--- config.mk ---
export PLATFORM = sky130hd
export DESIGN_NAME = instr_decode
export DESIGN_NICKNAME = d
export VERILOG_FILES = /design/src/design/mips_isa_pkg.sv /design/src/design/decode_ctl_pkg.sv /design/src/design/alu_op_decode.sv /design/src/design/branch_jump_decode.sv /design/src/design/mem_op_decode.sv /design/src/design/instr_decode.sv
export VERILOG_INCLUDE_DIRS = /design/src /design/src/design
export SDC_FILE = /design/constraint.sdc
export NUM_CORES = 1
export LEC_CHECK = 0
export ABC_AREA = 1
export BUFFER_PORTS_ARGS = -buffer_cell sky130_fd_sc_hd__buf_2
export CELL_PAD_IN_SITES_DETAIL_PLACEMENT = 0
export CELL_PAD_IN_SITES_GLOBAL_PLACEMENT = 1
export CORE_ASPECT_RATIO = 0.7
export CORE_UTILIZATION = 40
export CTS_CLUSTER_DIAMETER = 40
export DETAILED_ROUTE_END_ITERATION = 16
export GPL_TIMING_DRIVEN = 1
export PLACE_DENSITY = 0.95
export SKIP_CTS_REPAIR_TIMING = 1
export SLEW_MARGIN = 20
export SYNTH_ARGS = -nofsm -noshare
export SYNTH_HDL_FRONTEND = slang
export SYNTH_SLANG_ARGS = --single-unit
export TNS_END_PERCENT = 50
--- constraint.sdc ---
create_clock -name clk -period 1.4 [get_ports clk]
set_input_delay 0.14 -clock clk [delete_from_list [all_inputs] [get_ports clk]]
set_output_delay 0.14 -clock clk [all_outputs]
set_load 0.01 [all_outputs]
--- src/design/mips_macros.svh ---
`ifndef MIPS_MACROS_SVH
`define MIPS_MACROS_SVH

// instruction field bounds
`define OPC_HI   31
`define OPC_LO   26
`define RS_HI    25
`define RS_LO    21
`define RT_HI    20
`define RT_LO    16
`define RD_HI    15
`define RD_LO    11
`define SHAMT_HI 10
`define SHAMT_LO 6
`define FUNC_HI  5
`define FUNC_LO  0

`define LINK_REG 5'd31

`define OP_SPECIAL  6'b000000
`define OP_REGIMM   6'b000001
`define OP_J        6'b000010
`define OP_JAL      6'b000011
`define OP_BEQ      6'b000100
`define OP_BNE      6'b000101
`define OP_BLEZ     6'b000110
`define OP_BGTZ     6'b000111
`define OP_ADDI     6'b001000
`define OP_ADDIU    6'b001001
`define OP_SLTI     6'b001010
`define OP_SLTIU    6'b001011
`define OP_ANDI     6'b001100
`define OP_ORI      6'b001101
`define OP_XORI     6'b001110
`define OP_LUI      6'b001111
`define OP_COP0     6'b010000
`define OP_SPECIAL2 6'b011100
`define OP_LB       6'b100000
`define OP_LH       6'b100001
`define OP_LWL      6'b100010
`define OP_LW       6'b100011
`define OP_LBU      6'b100100
`define OP_LHU      6'b100101
`define OP_LWR      6'b100110
`define OP_SB       6'b101000
`define OP_SH       6'b101001
`define OP_SWL      6'b101010
`define OP_SW       6'b101011
`define OP_SWR      6'b101110
`define OP_CACHE    6'b101111
`define OP_LL       6'b110000
`define OP_PREF     6'b110011
`define OP_SC       6'b111000

`define F_SLL  6'b000000
`define F_SRL  6'b000010
`define F_SRA  6'b000011
`define F_SLLV 6'b000100
`define F_SRLV 6'b000110
`define F_SRAV 6'b000111
`define F_JR   6'b001000
`define F_JALR 6'b001001
`define F_SYNC 6'b001111
`define F_ADD  6'b100000
`define F_ADDU 6'b100001
`define F_SUB  6'b100010
`define F_SUBU 6'b100011
`define F_AND  6'b100100
`define F_OR   6'b100101
`define F_XOR  6'b100110
`define F_NOR  6'b100111
`define F_SLT  6'b101010
`define F_SLTU 6'b101011

// REGIMM rt field
`define B_BLTZ   5'b00000
`define B_BGEZ   5'b00001
`define B_BLTZAL 5'b10000
`define B_BGEZAL 5'b10001

`endif

--- src/design/mips_isa_pkg.sv ---
`include "mips_macros.svh"

package mips_isa_pkg;

    typedef logic [31:0] word_t;
    typedef logic [4:0]  reg_addr_t;
    typedef logic [5:0]  opcode_t;
    typedef logic [5:0]  func_t;
    typedef logic [4:0]  shamt_t;

    function automatic opcode_t opcode_of(word_t w);
        return w[`OPC_HI:`OPC_LO];
    endfunction

    function automatic reg_addr_t rs_of(word_t w);
        return w[`RS_HI:`RS_LO];
    endfunction

    // also the REGIMM selector
    function automatic reg_addr_t rt_of(word_t w);
        return w[`RT_HI:`RT_LO];
    endfunction

    function automatic reg_addr_t rd_of(word_t w);
        return w[`RD_HI:`RD_LO];
    endfunction

    function automatic shamt_t shamt_of(word_t w);
        return w[`SHAMT_HI:`SHAMT_LO];
    endfunction

    function automatic func_t funct_of(word_t w);
        return w[`FUNC_HI:`FUNC_LO];
    endfunction

endpackage

--- src/design/decode_ctl_pkg.sv ---
package decode_ctl_pkg;

    // zero value means nothing decoded
    typedef enum logic [5:0] {
        RESERVED,
        ADD, ADDU, SUB, SUBU, SLT, SLTU,
        AND, OR, XOR, NOR,
        SLL, SRL, SRA, SLLV, SRLV, SRAV,
        LUI,
        BEQ, BNE, BGEZ, BLTZ, BGEZAL, BLTZAL, BGTZ, BLEZ,
        J, JAL, JR, JALR,
        LB, LBU, LH, LHU, LW, LWL, LWR,
        SB, SH, SW, SWL, SWR
    } decoded_op_e;

    typedef enum logic [3:0] {
        ALU_ADDU,   // address calc uses the zero value
        ALU_ADD,
        ALU_SUBU,
        ALU_SUB,
        ALU_SLT,
        ALU_SLTU,
        ALU_AND,
        ALU_OR,
        ALU_XOR,
        ALU_NOR,
        ALU_SLL,
        ALU_SRL,
        ALU_SRA,
        ALU_LUI,
        ALU_PASSA
    } alu_func_e;

    typedef enum logic [2:0] {
        T_BEQ,
        T_BNE,
        T_BGEZ,
        T_BLTZ,
        T_BGTZ,
        T_BLEZ
    } branch_type_e;

    typedef enum logic {
        REGB,
        IMM
    } alu_src_e;

    typedef struct packed {
        alu_func_e    alufunc;
        alu_src_e     alusrc;
        branch_type_e branch_type;
        logic         regwrite;
        logic         memtoreg;
        logic         memwrite;
        logic         zeroext;      // logical immediates
        logic         shamt_valid;  // shift by the shamt field
        logic         branch;
        logic         branch1;      // rs against zero
        logic         branch2;      // rs against rt
        logic         jump;
        logic         jr;
        logic         is_link;
    } control_t;

    typedef struct packed {
        decoded_op_e             op;
        control_t                ctl;
        mips_isa_pkg::reg_addr_t srcrega;
        mips_isa_pkg::reg_addr_t srcregb;
        mips_isa_pkg::reg_addr_t destreg;
        logic                    exception_ri;
    } decode_out_t;

endpackage

--- src/design/alu_op_decode.sv ---
`timescale 1ns/1ps
`include "mips_macros.svh"

module alu_op_decode (
    input  mips_isa_pkg::word_t         instr,
    output logic                        hit,
    output decode_ctl_pkg::decode_out_t result
);
    mips_isa_pkg::opcode_t     opcode;
    mips_isa_pkg::func_t       funct;
    mips_isa_pkg::reg_addr_t   rs;
    mips_isa_pkg::reg_addr_t   rt;
    mips_isa_pkg::reg_addr_t   rd;
    decode_ctl_pkg::decoded_op_e op;
    decode_ctl_pkg::alu_func_e alufunc;
    logic                      reg_form;
    logic                      imm_form;
    logic                      fixed_shift;

    assign opcode = mips_isa_pkg::opcode_of(instr);
    assign funct  = mips_isa_pkg::funct_of(instr);
    assign rs     = mips_isa_pkg::rs_of(instr);
    assign rt     = mips_isa_pkg::rt_of(instr);
    assign rd     = mips_isa_pkg::rd_of(instr);

    always_comb begin
        op = decode_ctl_pkg::RESERVED;
        reg_form = 1'b0;
        imm_form = 1'b0;
        if (opcode == `OP_SPECIAL) begin
            reg_form = 1'b1;
            case (funct)
                `F_ADD:  op = decode_ctl_pkg::ADD;
                `F_ADDU: op = decode_ctl_pkg::ADDU;
                `F_SUB:  op = decode_ctl_pkg::SUB;
                `F_SUBU: op = decode_ctl_pkg::SUBU;
                `F_SLT:  op = decode_ctl_pkg::SLT;
                `F_SLTU: op = decode_ctl_pkg::SLTU;
                `F_AND:  op = decode_ctl_pkg::AND;
                `F_OR:   op = decode_ctl_pkg::OR;
                `F_XOR:  op = decode_ctl_pkg::XOR;
                `F_NOR:  op = decode_ctl_pkg::NOR;
                `F_SLL:  op = decode_ctl_pkg::SLL;
                `F_SRL:  op = decode_ctl_pkg::SRL;
                `F_SRA:  op = decode_ctl_pkg::SRA;
                `F_SLLV: op = decode_ctl_pkg::SLLV;
                `F_SRLV: op = decode_ctl_pkg::SRLV;
                `F_SRAV: op = decode_ctl_pkg::SRAV;
                default: reg_form = 1'b0;  // JR/JALR belong to the jump decoder
            endcase
        end else begin
            imm_form = 1'b1;
            case (opcode)
                `OP_ADDI:  op = decode_ctl_pkg::ADD;
                `OP_ADDIU: op = decode_ctl_pkg::ADDU;
                `OP_SLTI:  op = decode_ctl_pkg::SLT;
                `OP_SLTIU: op = decode_ctl_pkg::SLTU;
                `OP_ANDI:  op = decode_ctl_pkg::AND;
                `OP_ORI:   op = decode_ctl_pkg::OR;
                `OP_XORI:  op = decode_ctl_pkg::XOR;
                `OP_LUI:   op = decode_ctl_pkg::LUI;
                default:   imm_form = 1'b0;
            endcase
        end
    end

    // immediate forms share the register-form ALU function
    always_comb begin
        case (op)
            decode_ctl_pkg::ADD:  alufunc = decode_ctl_pkg::ALU_ADD;
            decode_ctl_pkg::ADDU: alufunc = decode_ctl_pkg::ALU_ADDU;
            decode_ctl_pkg::SUB:  alufunc = decode_ctl_pkg::ALU_SUB;
            decode_ctl_pkg::SUBU: alufunc = decode_ctl_pkg::ALU_SUBU;
            decode_ctl_pkg::SLT:  alufunc = decode_ctl_pkg::ALU_SLT;
            decode_ctl_pkg::SLTU: alufunc = decode_ctl_pkg::ALU_SLTU;
            decode_ctl_pkg::AND:  alufunc = decode_ctl_pkg::ALU_AND;
            decode_ctl_pkg::OR:   alufunc = decode_ctl_pkg::ALU_OR;
            decode_ctl_pkg::XOR:  alufunc = decode_ctl_pkg::ALU_XOR;
            decode_ctl_pkg::NOR:  alufunc = decode_ctl_pkg::ALU_NOR;
            decode_ctl_pkg::SLL, decode_ctl_pkg::SLLV: alufunc = decode_ctl_pkg::ALU_SLL;
            decode_ctl_pkg::SRL, decode_ctl_pkg::SRLV: alufunc = decode_ctl_pkg::ALU_SRL;
            decode_ctl_pkg::SRA, decode_ctl_pkg::SRAV: alufunc = decode_ctl_pkg::ALU_SRA;
            decode_ctl_pkg::LUI:  alufunc = decode_ctl_pkg::ALU_LUI;
            default:              alufunc = decode_ctl_pkg::ALU_PASSA;
        endcase
    end

    assign hit = reg_form | imm_form;
    assign fixed_shift = reg_form
        && (op inside {decode_ctl_pkg::SLL, decode_ctl_pkg::SRL, decode_ctl_pkg::SRA});

    always_comb begin
        result = '0;
        if (hit) begin
            result.op = op;
            result.ctl.alufunc = alufunc;
            result.ctl.regwrite = 1'b1;
            if (reg_form) begin
                result.ctl.alusrc = decode_ctl_pkg::REGB;
                result.ctl.shamt_valid = fixed_shift;
                result.srcrega = fixed_shift ? '0 : rs;  // shift source is rt only
                result.srcregb = rt;
                result.destreg = rd;
            end else begin
                result.ctl.alusrc = decode_ctl_pkg::IMM;
                result.ctl.zeroext = op inside {decode_ctl_pkg::AND, decode_ctl_pkg::OR,
                                                decode_ctl_pkg::XOR};
                result.srcrega = (op == decode_ctl_pkg::LUI) ? '0 : rs;
                result.destreg = rt;
            end
        end
    end

    a_op_mapped: assert property (@(instr) result.op != decode_ctl_pkg::RESERVED
        |-> result.ctl.alufunc != decode_ctl_pkg::ALU_PASSA)
        else $error("alu op decoded without an ALU function");

endmodule

--- src/design/branch_jump_decode.sv ---
`timescale 1ns/1ps
`include "mips_macros.svh"

module branch_jump_decode (
    input  mips_isa_pkg::word_t         instr,
    output logic                        hit,
    output decode_ctl_pkg::decode_out_t result
);
    mips_isa_pkg::opcode_t        opcode;
    mips_isa_pkg::func_t          funct;
    mips_isa_pkg::reg_addr_t      rs;
    mips_isa_pkg::reg_addr_t      rt;
    decode_ctl_pkg::decoded_op_e  op;
    decode_ctl_pkg::branch_type_e btype;
    logic                         br_two;
    logic                         br_zero;
    logic                         reg_jump;
    logic                         link;

    assign opcode = mips_isa_pkg::opcode_of(instr);
    assign funct  = mips_isa_pkg::funct_of(instr);
    assign rs     = mips_isa_pkg::rs_of(instr);
    assign rt     = mips_isa_pkg::rt_of(instr);

    always_comb begin
        op = decode_ctl_pkg::RESERVED;
        hit = 1'b1;
        case (opcode)
            `OP_BEQ:  op = decode_ctl_pkg::BEQ;
            `OP_BNE:  op = decode_ctl_pkg::BNE;
            `OP_BGTZ: op = decode_ctl_pkg::BGTZ;
            `OP_BLEZ: op = decode_ctl_pkg::BLEZ;
            `OP_J:    op = decode_ctl_pkg::J;
            `OP_JAL:  op = decode_ctl_pkg::JAL;
            `OP_REGIMM: begin
                case (rt)  // rt selects the REGIMM branch
                    `B_BGEZ:   op = decode_ctl_pkg::BGEZ;
                    `B_BLTZ:   op = decode_ctl_pkg::BLTZ;
                    `B_BGEZAL: op = decode_ctl_pkg::BGEZAL;
                    `B_BLTZAL: op = decode_ctl_pkg::BLTZAL;
                    default:   hit = 1'b0;
                endcase
            end
            `OP_SPECIAL: begin
                case (funct)
                    `F_JR:   op = decode_ctl_pkg::JR;
                    `F_JALR: op = decode_ctl_pkg::JALR;
                    default: hit = 1'b0;
                endcase
            end
            default: hit = 1'b0;
        endcase
    end

    always_comb begin
        case (op)
            decode_ctl_pkg::BNE:  btype = decode_ctl_pkg::T_BNE;
            decode_ctl_pkg::BGEZ, decode_ctl_pkg::BGEZAL: btype = decode_ctl_pkg::T_BGEZ;
            decode_ctl_pkg::BLTZ, decode_ctl_pkg::BLTZAL: btype = decode_ctl_pkg::T_BLTZ;
            decode_ctl_pkg::BGTZ: btype = decode_ctl_pkg::T_BGTZ;
            decode_ctl_pkg::BLEZ: btype = decode_ctl_pkg::T_BLEZ;
            default:              btype = decode_ctl_pkg::T_BEQ;
        endcase
    end

    assign br_two   = op inside {decode_ctl_pkg::BEQ, decode_ctl_pkg::BNE};
    assign br_zero  = op inside {decode_ctl_pkg::BGEZ, decode_ctl_pkg::BLTZ,
                                 decode_ctl_pkg::BGEZAL, decode_ctl_pkg::BLTZAL,
                                 decode_ctl_pkg::BGTZ, decode_ctl_pkg::BLEZ};
    assign reg_jump = op inside {decode_ctl_pkg::JR, decode_ctl_pkg::JALR};
    assign link     = op inside {decode_ctl_pkg::BGEZAL, decode_ctl_pkg::BLTZAL,
                                 decode_ctl_pkg::JAL, decode_ctl_pkg::JALR};

    always_comb begin
        result = '0;
        if (hit) begin
            result.op = op;
            result.ctl.branch = br_two | br_zero;
            result.ctl.branch1 = br_zero;
            result.ctl.branch2 = br_two;
            result.ctl.branch_type = btype;
            result.ctl.jump = !(br_two | br_zero);
            result.ctl.jr = reg_jump;
            result.ctl.alufunc = reg_jump ? decode_ctl_pkg::ALU_PASSA : decode_ctl_pkg::ALU_ADDU;
            result.ctl.regwrite = link;  // return address write
            result.ctl.is_link = link;
            result.srcrega = (op inside {decode_ctl_pkg::J, decode_ctl_pkg::JAL}) ? '0 : rs;
            result.srcregb = br_two ? rt : '0;
            result.destreg = link ? `LINK_REG : '0;
        end
    end

    a_one_kind: assert property (@(instr)
        result.ctl.branch |-> result.ctl.branch1 != result.ctl.branch2)
        else $error("branch is not exactly one compare kind");

endmodule

--- src/design/mem_op_decode.sv ---
`timescale 1ns/1ps
`include "mips_macros.svh"

module mem_op_decode (
    input  mips_isa_pkg::word_t         instr,
    output logic                        hit,
    output decode_ctl_pkg::decode_out_t result
);
    mips_isa_pkg::opcode_t       opcode;
    mips_isa_pkg::reg_addr_t     rs;
    mips_isa_pkg::reg_addr_t     rt;
    decode_ctl_pkg::decoded_op_e op;
    logic                        is_store;

    assign opcode = mips_isa_pkg::opcode_of(instr);
    assign rs     = mips_isa_pkg::rs_of(instr);
    assign rt     = mips_isa_pkg::rt_of(instr);

    always_comb begin
        op = decode_ctl_pkg::RESERVED;
        hit = 1'b1;
        case (opcode)
            `OP_LB:  op = decode_ctl_pkg::LB;
            `OP_LBU: op = decode_ctl_pkg::LBU;
            `OP_LH:  op = decode_ctl_pkg::LH;
            `OP_LHU: op = decode_ctl_pkg::LHU;
            `OP_LW:  op = decode_ctl_pkg::LW;
            `OP_LWL: op = decode_ctl_pkg::LWL;
            `OP_LWR: op = decode_ctl_pkg::LWR;
            `OP_SB:  op = decode_ctl_pkg::SB;
            `OP_SH:  op = decode_ctl_pkg::SH;
            `OP_SW:  op = decode_ctl_pkg::SW;
            `OP_SWL: op = decode_ctl_pkg::SWL;
            `OP_SWR: op = decode_ctl_pkg::SWR;
            default: hit = 1'b0;
        endcase
    end

    assign is_store = op inside {decode_ctl_pkg::SB, decode_ctl_pkg::SH, decode_ctl_pkg::SW,
                                 decode_ctl_pkg::SWL, decode_ctl_pkg::SWR};

    always_comb begin
        result = '0;
        if (hit) begin
            result.op = op;
            result.ctl.alusrc = decode_ctl_pkg::IMM;  // base plus offset
            result.ctl.memwrite = is_store;
            result.ctl.memtoreg = !is_store;
            result.ctl.regwrite = !is_store;
            result.srcrega = rs;
            result.srcregb = is_store ? rt : '0;  // store data
            result.destreg = is_store ? '0 : rt;
        end
    end

endmodule

--- src/design/instr_decode.sv ---
`timescale 1ns/1ps

module instr_decode (
    input  logic                        clk,
    input  logic                        rst_n,
    input  logic                        instr_valid,
    input  mips_isa_pkg::word_t         instr,
    output logic                        dec_valid,
    output decode_ctl_pkg::decode_out_t dec
);
    logic                        alu_hit;
    logic                        bj_hit;
    logic                        mem_hit;
    logic                        any_hit;
    decode_ctl_pkg::decode_out_t alu_res;
    decode_ctl_pkg::decode_out_t bj_res;
    decode_ctl_pkg::decode_out_t mem_res;
    decode_ctl_pkg::decode_out_t merged;
    decode_ctl_pkg::decode_out_t next_dec;

    alu_op_decode u_alu (
        .instr  (instr),
        .hit    (alu_hit),
        .result (alu_res)
    );

    branch_jump_decode u_bj (
        .instr  (instr),
        .hit    (bj_hit),
        .result (bj_res)
    );

    mem_op_decode u_mem (
        .instr  (instr),
        .hit    (mem_hit),
        .result (mem_res)
    );

    assign any_hit = alu_hit | bj_hit | mem_hit;
    assign merged  = alu_res | bj_res | mem_res;  // non-claiming peers are all zero

    always_comb begin
        next_dec = merged;
        if (!any_hit) begin
            next_dec = '0;
            next_dec.op = decode_ctl_pkg::RESERVED;
            next_dec.exception_ri = 1'b1;
        end
    end

    always_ff @(posedge clk or negedge rst_n) begin
        if (!rst_n) begin
            dec_valid <= 1'b0;
            dec <= '0;
        end else begin
            dec_valid <= instr_valid;
            if (instr_valid) begin
                dec <= next_dec;  // holds when idle
            end
        end
    end

    a_one_claim: assert property (@(posedge clk) disable iff (!rst_n)
        $onehot0({alu_hit, bj_hit, mem_hit}))
        else $error("more than one group decoder claimed the instruction");

    // only the reserved path may carry the RI flag
    a_ri_match: assert property (@(posedge clk) disable iff (!rst_n)
        dec_valid |-> dec.exception_ri == (dec.op == decode_ctl_pkg::RESERVED))
        else $error("reserved flag and decoded op disagree");

endmodule

### After elaboration in Yosys (flattened, before gate mapping)

Memories as Yosys holds them, arrays and structs flattened.
Index checks and enable logic that the tools add are counted.
Widths: inputs -> output; s select.

| storage, ports and cells | value |
|---|---|
| register bits | 42 |
| ROM bits | 128 |
| bits of input ports | 35 |
| output and inout bits | 42 |
| logic and storage cells | 163 |
| memories | 1 |

Memory list:

| memory | depth | bits a word | read ports | clocked after memory_dff | wr ports | line | source |
|---|---|---|---|---|---|---|---|
| (name not given) | 32 | 4 | 1 | 0 | 0 | alu_op_decode.sv:69 | `case (op)` |

| operators by class | value |
|---|---|
| eq/ne operators | 71 |
| multiplexer cells | 43 |
| bitwise gates (word level) | 6 |
| reduce and logical (&&, ||, !) cells | 22 |

Operators by type and width:

| kind | number |
|---|---|
| $eq 6x6->1 const B | 27 |
| $eq 6x4->1 const B | 15 |
| $or 41x41->41 | 2 |
| $pmux 5 s16 | 1 |
| $eq 6x5->1 const B | 13 |
| $pmux 6 s12 | 1 |
| $mux 5 | 10 |
| $eq 6x3->1 const B | 8 |
| $pmux 6 s8 | 1 |
| $mux 41 | 1 |
| $pmux 5 s8 | 1 |
| $mux 15 | 2 |
| $eq 6x2->1 const B | 4 |
| $mux 21 | 1 |
| $pmux 5 s4 | 1 |
| $reduce_or 16->1 | 1 |
| $pmux 3 s5 | 1 |
| $logic_not 6->1 | 2 |
| $mux 1 | 12 |
| $mux 4 | 3 |
| $mux 6 | 2 |
| $reduce_or 12->1 | 1 |
| $mux 11 | 1 |
| $eq 5x5->1 const B | 2 |
| 20 further kinds | 29 |

### Logic depth before layout (Yosys ltp)

| depth | value |
|---|---|
| depth in word-level cells | 12 |
| gate-level depth with buffers | 20 |
| mapped depth without buffers | 20 |

### Modules after synthesis

From an unflattened synthesis, not the netlist that was laid out.

| unflattened totals | value |
|---|---|
| cell total of the unflattened synthesis | 576 |
| area total of the unflattened synthesis | 4,146.5 um2 |

By module, submodules not included:

| module | times used | cells each | area each (um2) | sequential area each (um2) |
|---|---|---|---|---|
| instr_decode | 1 | 183 | 1,908.1 | 1,051.0 |
| alu_op_decode | 1 | 198 | 1,087.3 | 0.0 |
| branch_jump_decode | 1 | 106 | 629.4 | 0.0 |
| mem_op_decode | 1 | 89 | 521.8 | 0.0 |

### Worst setup path after synthesis

OpenSTA, ideal clock, no wires.

| path | value |
|---|---|
| path type | input -> register |
| from | input instr[1] |
| to | register dec[31] (netlist name) |
| setup time | 0.066 ns |
| data arrival time | 1.872 ns |
| required time | 1.334 ns |
| path slack | -0.537 ns |
| cell stages on the path | 17 |
| buffers on the path | 0 |
| path through | nand2_1 -> inv_1 -> nand3_1 -> nand2_2 -> nor3_2 -> nand2_1 -> nand2_4 -> inv_2 -> a21boi_2 -> inv_1 -> ha_1 -> or2_0 -> nand3_1 -> nand2_1 -> nand2_1 -> nand3_1 -> nand2_1 |

| on the way | value |
|---|---|
| longest elaborated chain between the ends | 9 |
| elaborated cells between the ends (all ways) | 36 |
| classes of those cells | eq/ne (17); mux (10); bitwise (5); reduce/logical (3); memory (1) |

RTL lines:

| what | line | source |
|---|---|---|
| start, declared | instr_decode.sv:7 | `input mips_isa_pkg::word_t instr,` |
| $eq 6x3->1 (tied with other cells) | alu_op_decode.sv:32 | `case (funct)` |
| $pmux 5 s16 / $reduce_or 16->1 (equally long branches) | - |  |
| $mux 6 / $mux 1 (equally long branches) | alu_op_decode.sv:30, alu_op_decode.sv:32 |  |
| $mem_v2 32x4 / $mux 1 (equally long branches) | - |  |
| $mux 4 / $or 1x1->1 (equally long branches) | alu_op_decode.sv:69, alu_op_decode.sv:88 |  |
| $mux 11 | alu_op_decode.sv:94 | `if (hit) begin` |
| $or 41x41->41 (2 in series) | instr_decode.sv:40 | `assign merged = alu_res \| bj_res \| mem_res;` |
| $mux 41 * | instr_decode.sv:44 | `if (!any_hit) begin` |
| end signal, assigned | instr_decode.sv:58 | `dec <= next_dec;` |
| end, declared | instr_decode.sv:9 | `output decode_ctl_pkg::decode_out_t dec` |

Every way passes the cells marked *; elsewhere a longest branch is shown, timed or not.
A chain may end at the register's enable or synchronous reset.

### Final worst setup path

| path | value |
|---|---|
| from | input instr[0] |
| to | register dec[31] (netlist name) |

Same word-level chain as after synthesis.

==> impl_results.md <==
* Drc violations at 0
* Core area at around 0.0073 mm²
* Max cap viols at 0
* H-tree depth at 2
* HPWL Detailed at roughly 7.0 mm
* Most used cell, CP: nand2_1
* Crit path arrival time at about 2.0 ns
* Chip width at 106 µm
* CTS root buf: clkbuf_8
* First-pass GRT wire length at 14.3 mm
* Final period util at 126%
* Routed vias at around 3600
* Final core utilization at 66.3%
* Clock power frac at a little under a third
* Antenna Violating Nets Remaining at 0
* Fill cells at slightly below 600
* Syn nets at 481
* Post-placement cell area at between 0.004 and 0.005 mm²
* Sequential area share after synthesis at between 30% and 40%
* Synth Area per Inst at 6.85 µm²
* Final Hold Viols at 0
* Die height at roughly 75 µm
* Worst Hold Class: in2reg
* Peak supply drop at between 500 and 600 µV
* Multi-input gate area at roughly 0.0021 mm²
* Total GRT Usage at 22.8%
* Clock skew at 0 ns
* YS warnings at 0
* Routed wire per std cell at ~14 µm
* Reg area at 0.00105 mm²
* Cells after Synth at ~440
* Vias in the first global route at approximately 3000
* CTS tree: done
* Number of antenna violations at the first check in global routing at 0
* Share of the synthesized area in the top cell type at 34.8%
* Final setup margin at -0.363 ns
* Top post-synthesis cells by area: dfrtp_1, nand2_1, inv_1, nand3_1, nor2_1
* Synthesized area at between 0.003 and 0.004 mm²
* Max Slew Vio Count at 0
* WL final at a little over 10 mm
* Worst Tran Pin Value at approximately 0.55 ns
* Nets at 645
* Startpoint types: input port
* Final instance area at between 0.004 and 0.005 mm²
* Worst rel slew slack at 63.6%
* Net Switching at roughly 1.0 mW
* Sequential fraction of design power at about two fifths
* Clock Tree Buf Depth at 2
* Switch share at 31.2%
* Port bufs at 71
* GRT overflow at 0
* Area leader, netlist: dfrtp_1
* Post-synth EDFFs at 0
* Clk sink count at between 40 and 50
* Worst skew pair latency at 0.30 ns
* Pint at around 2.2 mW
* Comb pwr share at approximately 28%
* Static leakage at 2.72 nW
* Netlist cell types at 38
* N_diodes at 0
* P per Cell Area at between 600 and 700 mW/mm²
* Endpoints failing setup at 26
* Crit-path cells: buf_12 > nor2_2 > nand3_2 > nand2_2 > nor3_2 > nand2_1 > nand2_4 > inv_4 > a21boi_4 > inv_2 > ha_4 > or2_0 > nand3_1 > nand2_1 > nand2_2 > nand3_2 > nand2_1
* Status: complete, but fails checks
* Crit path required time at between 1.5 and 2 ns
* Yosys reg bits at 42
* Setup TNS at -5.77 ns
* Period minus WS final at 1.76 ns
* Ys async rst share at 100%
* CP Capture Type: flip-flop
* Peak Freq at between 500 and 600 MHz
* Worst-path clk slew at ~0.090 ns
* Area grow syn2layout at 60.5%
* Io pins at 77
* Most frequent cells in the layout: nand2_1, buf_4, buf_2
* Unrepaired setup endpoints after global routing: true
* Largest net degree at the start of global routing at 43
* Main synth FF type: dfrtp_1
* Drt via density at a little over 5
* Critical Path Fanout Max at 6
* Final GP Congestion at just over 0.9
* Iteration count of the initial detailed-routing pass at 5
* Worst path slowest cell: a21boi_4
* CP max stage delay at ~0.24 ns
* WS Path Type: in2reg
* Initial Util at about 41%
* Commonest non-fill, non-tap cell in the layout: nand2_1
* Final hold slack at around 0.042 ns
* Core Rows at 26
* Violated checks: negative setup slack
* Starting DRC count in detailed routing at approximately 250
* CTS buffer count at 5
* DIE AREA at around 0.0079 mm²
* Share of layout cells above drive strength 1 at 51.3%
-- sequential cells by signal, indices dropped and copies added (netlist names) --
signal and count:
dec_valid 1, dec 41
-- routing by layer --
layer  vias to the layer above  routed length [µm]  share of wire (%)  global-route usage (%)
met2                       132                4850                 48                    36.3
met3                        22                 576                5.7                    3.46
met5                         -                   0                  0                       0
met1                      1725                4600                 45                    33.8
met4                         0                 167                1.6                    3.09
li1                       1730                   -                  -                       -
-- cells by family after synthesis --
logic type / after synthesis / share of synthesized area [%]
and+or+nand+nor: 279 / 44.4
buffers and inverters: 67 / 8.82
AOI/OAI and AO/OA: 48 / 9.97
DFF: 42 / 34.8
adders and majority gates: 5 / 2.07
-- cell type report --
cell class              instances  share of cell area [%]
multi-input cells             332                    43.4
repair buffers                165                    24.8
flip-flops and latches         42                    21.7
inverters                      59                    5.44
well taps                      98                    2.53
clock buffers                   7                    1.57
clock inverters                 1                   0.619
-- worst max-delay path: cells and delay by family --
kind | cells | cell delay (ns)
AOI/OAI and AO/OA | 1 | 0.24
buffers and inverters | 3 | 0.24
adders and majority gates | 1 | 0.22
and+or+nand+nor | 12 | 1.17
-- power groups by stage --
stage	registers [mW]	clock network (mW)	logic [mW]
final	1.32	0.971	0.907
after CTS	1.32	0.965	0.748
after floorplan	1.38	0	0.347
after detailed placement	1.35	0	0.745
after global routing	1.33	1.01	0.985
after global placement	1.34	0	0.732
-- synthesized netlist by cell type (2+ instances only) --
cell type and number:
a211oi_1 2, a21o_1 3, a21oi_1 3, a31oi_1 4, buf_2 2, clkbuf_1 5
dfrtp_1 42, ha_1 5, inv_1 44, inv_2 12, inv_4 2, nand2_1 153
nand2_2 10, nand2_4 6, nand3_1 32, nand3_2 5, nand4_1 4, nand4_2 2
nor2_1 40, nor2_2 7, nor2_4 5, nor3_1 8, nor3_2 2, o211ai_1 2
o21ai_0 21, o21ai_1 5, o21ai_2 4
-- path summary, 6_finish.rpt --
check / start / end / slack, ns / cells after the start
min in group asynchronous: rst_n / dec[1] / 0.44 / 3
worst max-delay path: instr[0] / dec[31] / -0.36 / 17
worst max register to register: dec[32] / dec[32] / 0.68 / 4
max in group asynchronous: rst_n / dec[29] / 0.58 / 3
worst min register to register: dec[11] / dec[11] / 0.48 / 2
worst min-delay path: instr_valid / dec_valid / 0.04 / 1
-- stage by stage --
| stage | cells | power, mW | setup WS [ns] |
|---|---|---|---|
| final | 704 | 3.20 | -0.363 |
| after global routing | 704 | 3.33 | -0.479 |
| after CTS | 686 | 3.04 | -0.457 |
| after detailed placement | 678 | 2.09 | -0.765 |
| after global placement | 678 | 2.08 | -0.671 |
| after floorplan | 441 | 1.73 | -0.412 |
Note: power is estimated with default switching activity, not from simulation.
